==> src/hdl/core_pkg.sv <==
package core_pkg;

    typedef logic [31:0] word_t;
    typedef logic [4:0]  reg_id_t;

    // execute-stage memory opcodes.
    typedef enum logic [3:0] {
        OP_NONE  = 4'd0,
        OP_LB    = 4'd1,
        OP_LBU   = 4'd2,
        OP_LH    = 4'd3,
        OP_LHU   = 4'd4,
        OP_LW    = 4'd5,
        OP_LL    = 4'd6,
        OP_SB    = 4'd7,
        OP_SH    = 4'd8,
        OP_SW    = 4'd9,
        OP_SC    = 4'd10,
        OP_CACHE = 4'd11
    } mem_op_e;

    // the codes match the two-bit request the cache expects.
    typedef enum logic [1:0] {
        COP_NONE             = 2'd0,
        COP_INDEX_INVALIDATE = 2'd1,
        COP_STORE_TAG        = 2'd2,
        COP_HIT_WRITEBACK    = 2'd3
    } cache_op_e;

    typedef struct packed {
        mem_op_e    op;
        word_t      vaddr;
        word_t      paddr;
        word_t      wdata;
        logic [2:0] cache_field;
    } mem_req_t;

    typedef struct packed {
        logic    wen;
        reg_id_t reg_id;
        word_t   data;
        word_t   pc;
    } wb_t;

    typedef struct packed {
        word_t      pc;
        logic [3:0] wen;
        reg_id_t    wnum;
        word_t      wdata;
    } trace_t;

    localparam int         RESET_HOLD_CYCLES     = 128;
    localparam logic [1:0] ICACHE_WARMUP_FETCHES = 2'd3;
    localparam logic [2:0] CACHE_FIELD_INDEX_INV = 3'd0;
    localparam logic [2:0] CACHE_FIELD_STORE_TAG = 3'd2;

endpackage

==> src/hdl/bus_pkg.sv <==
package bus_pkg;

    typedef logic [3:0] byteen_t;

    // the codes follow the bus size field.
    typedef enum logic [1:0] {
        SIZE_BYTE = 2'd0,
        SIZE_HALF = 2'd1,
        SIZE_WORD = 2'd2
    } access_size_e;

    // the cached port indexes with the virtual address and tags with the physical one.
    typedef struct packed {
        logic            read;
        logic            write;
        byteen_t         byteen;
        core_pkg::word_t vaddr;
        core_pkg::word_t paddr;
        core_pkg::word_t wdata;
    } cached_req_t;

    typedef struct packed {
        logic            read;
        logic            write;
        access_size_e    size;
        byteen_t         byteen;
        core_pkg::word_t paddr;
        core_pkg::word_t wdata;
    } uncached_req_t;

endpackage

==> src/hdl/cache_warmup_ctrl.sv <==
`timescale 1ns/1ps

module cache_warmup_ctrl (
    input  logic Clk,
    input  logic i_core_reset,
    input  logic i_fetch_done,
    input  logic i_dcache_closed,
    output logic o_uncache_all
);
    import core_pkg::*;

    logic [1:0] warmup_cnt;
    logic       cnt_zero;
    logic       icache_closed;

    // ########################################
    // warm-up countdown
    // ########################################

    // fetches are counted down first, and the flag drops one edge after
    // the count has been seen at zero.
    always_ff @(posedge Clk) begin
        if (i_core_reset) begin
            warmup_cnt    <= ICACHE_WARMUP_FETCHES;
            cnt_zero      <= 1'b0;
            icache_closed <= 1'b1;
        end else begin
            if (i_fetch_done && warmup_cnt != 2'd0) begin
                warmup_cnt <= warmup_cnt - 2'd1;
            end
            cnt_zero <= (warmup_cnt == 2'd0);
            if (cnt_zero) begin
                icache_closed <= 1'b0;
            end
        end
    end

    assign o_uncache_all = icache_closed | i_dcache_closed;

endmodule

==> src/hdl/core_glue_top.sv <==
`timescale 1ns/1ps

module core_glue_top (
    input  logic                   Clk,
    input  logic                   Myreset,
    input  logic                   i_fetch_done,
    input  logic                   i_dcache_closed,
    input  core_pkg::mem_req_t     i_req,
    input  logic                   i_uncached,
    input  logic                   i_exception,
    input  core_pkg::wb_t          i_wb,
    input  logic                   i_flush,
    input  logic                   i_dm_stall,
    output logic                   o_core_reset,
    output logic                   o_uncache_all,
    output bus_pkg::cached_req_t   o_cached,
    output bus_pkg::uncached_req_t o_uncached,
    output core_pkg::cache_op_e    o_cache_op,
    output logic                   o_align_err,
    output core_pkg::trace_t       o_trace
);

    reset_sequencer u_reset_sequencer (
        .Clk          (Clk),
        .Myreset      (Myreset),
        .o_core_reset (o_core_reset)
    );

    // the warm-up and the trace run on the stretched core reset.
    cache_warmup_ctrl u_cache_warmup_ctrl (
        .Clk             (Clk),
        .i_core_reset    (o_core_reset),
        .i_fetch_done    (i_fetch_done),
        .i_dcache_closed (i_dcache_closed),
        .o_uncache_all   (o_uncache_all)
    );

    mem_request_router u_mem_request_router (
        .i_req         (i_req),
        .i_uncached    (i_uncached),
        .i_exception   (i_exception),
        .i_uncache_all (o_uncache_all),
        .o_cached      (o_cached),
        .o_uncached    (o_uncached),
        .o_cache_op    (o_cache_op),
        .o_align_err   (o_align_err)
    );

    writeback_trace u_writeback_trace (
        .Clk          (Clk),
        .i_core_reset (o_core_reset),
        .i_wb         (i_wb),
        .i_flush      (i_flush),
        .i_dm_stall   (i_dm_stall),
        .i_exception  (i_exception),
        .o_trace      (o_trace)
    );

endmodule

==> src/hdl/mem_request_router.sv <==
`timescale 1ns/1ps

module mem_request_router (
    input  core_pkg::mem_req_t     i_req,
    input  logic                   i_uncached,
    input  logic                   i_exception,
    input  logic                   i_uncache_all,
    output bus_pkg::cached_req_t   o_cached,
    output bus_pkg::uncached_req_t o_uncached,
    output core_pkg::cache_op_e    o_cache_op,
    output logic                   o_align_err
);
    import core_pkg::*;
    import bus_pkg::*;

    logic         is_load;
    logic         is_store;
    logic         misaligned;
    logic         issue;
    logic         to_uncached;
    logic [1:0]   offset;
    access_size_e size;
    byteen_t      byteen;
    word_t        lane_data;

    // ########################################
    // opcode class and access shape
    // ########################################

    assign is_load  = i_req.op inside {OP_LB, OP_LBU, OP_LH, OP_LHU, OP_LW, OP_LL};
    assign is_store = i_req.op inside {OP_SB, OP_SH, OP_SW, OP_SC};
    assign offset   = i_req.vaddr[1:0];

    assign size = (i_req.op inside {OP_LW, OP_LL, OP_SW, OP_SC}) ? SIZE_WORD :
                  (i_req.op inside {OP_LH, OP_LHU, OP_SH})       ? SIZE_HALF :
                                                                   SIZE_BYTE;

    always_comb begin
        case (size)
            SIZE_WORD: begin
                byteen    = 4'b1111;
                lane_data = i_req.wdata;
            end
            SIZE_HALF: begin
                byteen    = 4'b0011 << offset;
                lane_data = {2{i_req.wdata[15:0]}};
            end
            default: begin
                byteen    = 4'b0001 << offset;
                lane_data = {4{i_req.wdata[7:0]}};
            end
        endcase
    end

    assign misaligned  = (size == SIZE_WORD && offset != 2'd0) ||
                         (size == SIZE_HALF && offset[0]);
    assign o_align_err = (is_load | is_store) & misaligned;

    // ########################################
    // port steering
    // ########################################

    assign issue       = (is_load | is_store) & !misaligned & !i_exception;
    assign to_uncached = i_uncached | i_uncache_all;

    always_comb begin
        o_cached   = '0;
        o_uncached = '0;
        if (issue && to_uncached) begin
            o_uncached.read   = is_load;
            o_uncached.write  = is_store;
            o_uncached.size   = size;
            o_uncached.byteen = byteen;
            o_uncached.paddr  = i_req.paddr;
            o_uncached.wdata  = lane_data;
        end else if (issue) begin
            o_cached.read   = is_load;
            o_cached.write  = is_store;
            o_cached.byteen = byteen;
            o_cached.vaddr  = i_req.vaddr;
            o_cached.paddr  = i_req.paddr;
            o_cached.wdata  = lane_data;
        end
    end

    // every field other than the two known ones is treated as a hit writeback.
    always_comb begin
        o_cache_op = COP_NONE;
        if (i_req.op == OP_CACHE) begin
            case (i_req.cache_field)
                CACHE_FIELD_INDEX_INV: o_cache_op = COP_INDEX_INVALIDATE;
                CACHE_FIELD_STORE_TAG: o_cache_op = COP_STORE_TAG;
                default:               o_cache_op = COP_HIT_WRITEBACK;
            endcase
        end
    end

endmodule

==> src/hdl/reset_sequencer.sv <==
`timescale 1ns/1ps

module reset_sequencer (
    input  logic Clk,
    input  logic Myreset,
    output logic o_core_reset
);
    import core_pkg::*;

    logic [$clog2(RESET_HOLD_CYCLES)-1:0] hold_cnt;
    logic                                 released;

    // the counter runs only between the external release and the wrap.
    always_ff @(posedge Clk) begin
        if (Myreset) begin
            hold_cnt <= '0;
            released <= 1'b0;
        end else if (!released) begin
            hold_cnt <= hold_cnt + 1'b1;
            if (&hold_cnt) begin
                released <= 1'b1;
            end
        end
    end

    assign o_core_reset = Myreset | !released;

endmodule

==> src/hdl/writeback_trace.sv <==
`timescale 1ns/1ps

module writeback_trace (
    input  logic             Clk,
    input  logic             i_core_reset,
    input  core_pkg::wb_t    i_wb,
    input  logic             i_flush,
    input  logic             i_dm_stall,
    input  logic             i_exception,
    output core_pkg::trace_t o_trace
);
    import core_pkg::*;

    wb_t    wb_masked;
    logic   wen_gated;
    trace_t trace_next;

    // a flushed writeback never reaches the trace.
    assign wb_masked = i_flush ? '0 : i_wb;

    // a stalled write is shown once the stall clears, unless an exception retires it now.
    assign wen_gated = wb_masked.wen & (!i_dm_stall | i_exception);

    always_comb begin
        trace_next.pc    = wb_masked.pc;
        trace_next.wen   = {4{wen_gated}};
        trace_next.wnum  = wb_masked.reg_id;
        trace_next.wdata = wb_masked.data;
    end

    always_ff @(posedge Clk) begin
        if (i_core_reset) begin
            o_trace <= '0;
        end else begin
            o_trace <= trace_next;
        end
    end

endmodule

==> config.mk <==
export PLATFORM = sky130hd
export DESIGN_NAME = core_glue_top
export DESIGN_NICKNAME = d
export VERILOG_FILES = /design/src/hdl/core_pkg.sv /design/src/hdl/bus_pkg.sv /design/src/hdl/cache_warmup_ctrl.sv /design/src/hdl/core_glue_top.sv /design/src/hdl/mem_request_router.sv /design/src/hdl/reset_sequencer.sv /design/src/hdl/writeback_trace.sv
export SDC_FILE = /design/constraint.sdc
export NUM_CORES = 1
export LEC_CHECK = 0
export BUFFER_PORTS_ARGS = -buffer_cell sky130_fd_sc_hd__buf_2
export CORE_AREA = 2 2 169 171
export CTS_CLUSTER_SIZE = 30
export DETAILED_ROUTE_END_ITERATION = 8
export DIE_AREA = 0 0 171 173
export GPL_TIMING_DRIVEN = 1
export PLACE_DENSITY = 0.43
export SETUP_SLACK_MARGIN = 0.3
export SKIP_LAST_GASP = 1
export SYNTH_ARGS = -nofsm -noshare
export SYNTH_HDL_FRONTEND = slang
export SYNTH_SLANG_ARGS = --single-unit
==> constraint.sdc <==
create_clock -name Clk -period 2.43 [get_ports Clk]
set_input_delay 0 -clock Clk [delete_from_list [all_inputs] [get_ports Clk]]
set_output_delay 0 -clock Clk [all_outputs]
set_load 0.05 [all_outputs]
### After elaboration in Yosys (flattened, before gate mapping)

Index checks and enable logic that the tools add are counted.

* reduce and logical (&&, ||, !) cells: 19
* add/subtract/negate cells: 2
* mux-type cells: 12
* eq/ne operators: 14
* shifts and indexed selects: 2
* bitwise logic cells: 9

Operators with widths (count)
* $mux 102: 2
* $mux 72: 1
* $mux 70: 1
* $pmux 32 s2: 1
* $eq 4x3->1 const B: 4
* $eq 4x4->1 const B: 4
* $eq 4x2->1 const B: 2
* $pmux 4 s2: 1
* $reduce_bool 4->1: 2
* $add 7x1->7 const B: 1
* $reduce_and 7->1: 1
* $reduce_bool 6->1: 1
* $or 1x1->1: 5
* $and 1x1->1: 4
* $eq 4x1->1 const B: 1
* $logic_and 1x1->1: 4
* $logic_not 1->1: 4
* $mux 2: 2
* $pmux 2 s2: 1
* $reduce_bool 2->1: 2
* $shl 1x2->4 const A: 1
* $shl 2x2->4 const A: 1
* $eq 3x2->1 const B: 1
* $logic_not 3->1: 1
* 8 further kinds: 10

* output and inout bits: 252
* register bits after elaboration: 82
* word-level logic and storage cells: 67
* bits of input ports: 181

### Depth between registers and ports, before layout

* depth in word-level cells: 12
* mapped depth: 7
* depth with buffers taken out: 5

### Hierarchy

A second synthesis with hierarchy kept.

* cells, all modules: 519
* area total of the unflattened synthesis: 4388.0 µm²

Modules (own cells, without submodules)
* mem_request_router: cells an instance 313, sequential area each 0.0 µm², area each 1929.4 µm², instances 1
* writeback_trace: cells an instance 152, sequential area each 1401.3 µm², area each 1916.8 µm², instances 1
* reset_sequencer: cells an instance 36, sequential area each 160.2 µm², area each 362.8 µm², instances 1
* cache_warmup_ctrl: cells an instance 18, sequential area each 80.1 µm², area each 178.9 µm², instances 1

### Worst setup path after synthesis

No wires, ideal clock.

* path kind: input-to-output
* from: in i_req[102] (netlist name)
* to: out o_cached[25] (netlist name)
* arrival: 2.537 ns
* cell stages on the path: 5
* setup slack: -0.107 ns
* buffers on the path: 1
* required time: 2.430 ns
* path through: buf_2 -> or3_1 -> o221ai_1 -> nor2_1 -> nor4_1

RTL lines
* start, declared: RTL line core_glue_top.sv:8 `input core_pkg::mem_req_t i_req,`
* end, declared: RTL line core_glue_top.sv:16 `output bus_pkg::cached_req_t o_cached,`

==> reports/metrics.csv <==
metric,value,unit
grt_pass1_wl,35400,um
synth.most_common_cell,and2_1,
dieArea,29600,um^2
synth-edff-count,0,
synthCells,521,
hold_path.class,input port to flip-flop,
synth_top_area_frac,0.374,
gp_congestion,0.764,
port_buffers,432,
rows,61,
syn-num-nets,704,
multiInputGateArea,2580,um^2
finalSetupViolations,0,
clkPwrFrac,0.364,
rsz0062_at_grt,yes,
grt_pass1_vias,5666,
nNetsFinal,1198,
drt-initial-drc-count,202,
fmaxAchievable,494,MHz
switching_share,0.331,
drive_above_1_share,0.482,
fin_area,8520,um^2
seqCellArea,1640,um^2
ys.flop_type,dfxtp_1,
fin_worst_skew,0.00575,ns
ios,433,
syn_area_per_cell,8.42,um^2
drt-total-wl,25200,um
status,"complete, no violations",
endpoint_kind,output port,
num_vias,5473,
clk_pin_slew,0.07,ns
place_ws,0.300,ns
vias_per_cell,3.90,
antenna_found_initial,4,
clock_path_buffers,2,
cts_root_buf,clkbuf_16,
drc,0,
slew_viol_final,0,
min_period_over_period,0.834,
htree_levels,3,
drtPass1Iterations,4,
slew-limit-headroom,0.523,
postRouteAntennaNets,0,
ys_ff_latch,82,
fin_cells,1402,
worst_pin_slew,0.713,ns
die_y,173,um
worstSetupStartpointType,flip-flop,
yosys-top-cells-area,"dfxtp_1 (37%), and2_1 (26%), nor2_1 (6.2%)",
gr-total-overflow,0,
powerDensity,427,nW/um^2
numCtsBuffers,9,
p_int,2.43,mW
dieWidth,171,um
yosysWarnings,0,
cts_sinks,82,
synth_top_area_cell,dfxtp_1,
synth_common_cells,"and2_1 (184), dfxtp_1 (82), nor2_1 (73)",
netSwitchingPower,1.20,mW
fillCellCount,2954,
finalWorstSetupSlack,0.404,ns
placed_cell_area,7290,um^2
required,2.43,ns
crit_arrival,2.03,ns
p_comb_frac,0.265,
core_area,27600,um^2
path_class,flip-flop to output port,
whs,0.0317,ns
fin_setup_tns,0,ns
timing.final.hold_violations,0,
seqPwrFrac,0.371,
area_growth_syn_to_layout,94.0,%
routedWlPerCell,18.0,um
vdd_drop_max,382,uV
synth_cell_types,51,
ys_async_sr_fraction,0,
critPathMaxFanout,35,
hpwl,20500,um
tritoncts,yes,
clk_latency,0.34,ns
grt_usage,0.162,
power.leakage,4.45,nW
placed_cells,1302,
grt_max_degree,72,
drv_cap,0,
start_util,0.159,
period_minus_slack,2.03,ns
ys_seq_area_frac,0.374,
syn_area,4390,um^2
-- state kept, by name, indices dropped and copies added (netlist names) --
signal,cells
u_writeback_trace.o_trace,70
u_reset_sequencer.hold_cnt,7
u_cache_warmup_ctrl.warmup_cnt,2
u_cache_warmup_ctrl.cnt_zero,1
u_cache_warmup_ctrl.icache_closed,1
u_reset_sequencer.released,1
-- cells by family after synthesis --
group | after synthesis | share of synthesized area
buf+inv | 50 | 0.0593
mux | 25 | 0.0570
compound gates | 43 | 0.0787
flops | 82 | 0.374
simple gates | 308 | 0.402
xor+xnor | 11 | 0.0237
fa+ha+maj | 2 | 0.00570
-- placed cells by master, fill, tap and decap left out, drive strengths merged, types with 12 or more instances in the layout --
cell         count
a21oi           12
nor2            74
clkbuf          28
buf            432
and2           184
dfxtp           82
dlygate4sd3     72
inv             15
mux2i           25
nor4            14
-- per-stage QoR --
step / power (mW) / utilization
after floorplan: 1.90 / -
after global placement: 2.24 / 0.264
after detailed placement: 2.24 / 0.264
after CTS: 3.71 / 0.304
after global routing: 3.82 / 0.308
final: 3.64 / 0.308
-- timing repair --
item	CTS	global route
setup endpoints to repair	143	106
hold buffers	72	0
gates cloned	1	1
setup buffers	5	1
gates resized for setup	14	20
pin swaps	2	1
hold endpoints to repair	77	0
-- area by class of cell --
cell class,instances,share of cell area
Timing Repair Buffer,522,0.409
Multi-Input combinational cell,390,0.304
Sequential cell,82,0.193
Tap cell,378,0.0555
Clock buffer,10,0.0269
Clock inverter,6,0.00676
Inverter,10,0.00441
Antenna cell,4,0.00118
-- critical path, stage by stage, from the launching register on --
cell       delay [ns]
dfxtp_2          0.34
nor3_2           0.24
o2111ai_2        0.21
a21oi_4          0.26
clkbuf_16        0.24
and2_1           0.13
buf_2            0.26
-- metal layers --
layer | up-vias | track usage | share of wire
li1 | 2683 | - | -
met1 | 2483 | 0.159 | 0.35
met2 | 288 | 0.325 | 0.54
met3 | 19 | 0.0449 | 0.083
met4 | 0 | 0.0456 | 0.021
met5 | - | 0 | 0
-- power by group through the flow --
stage / combinational (mW) / sequential, mW / clock, mW
floorplan: 0.524 / 1.38 / 0
global placement: 0.858 / 1.38 / 0
detailed placement: 0.858 / 1.38 / 0
CTS: 0.975 / 1.35 / 1.39
global route: 1.03 / 1.35 / 1.44
finish: 0.964 / 1.35 / 1.32
-- final timing paths --
kind | start | to | slack [ns] | depth (start not counted)
setup / recovery | u_cache_warmup_ctrl.icache_closed$_SDFFE_PP1P_ | o_cached[78] | 0.40 | 6
hold / removal | i_fetch_done | u_cache_warmup_ctrl.warmup_cnt[0]$_SDFFE_PP1P_ | 0.03 | 4
setup reg to reg | u_reset_sequencer.released$_SDFF_PP0_ | u_writeback_trace.o_trace[37]$_SDFF_PP0_ | 0.51 | 4
hold reg to reg | u_cache_warmup_ctrl.cnt_zero$_SDFF_PP0_ | u_cache_warmup_ctrl.icache_closed$_SDFFE_PP1P_ | 0.40 | 1
(Power assumes the default switching activity.)
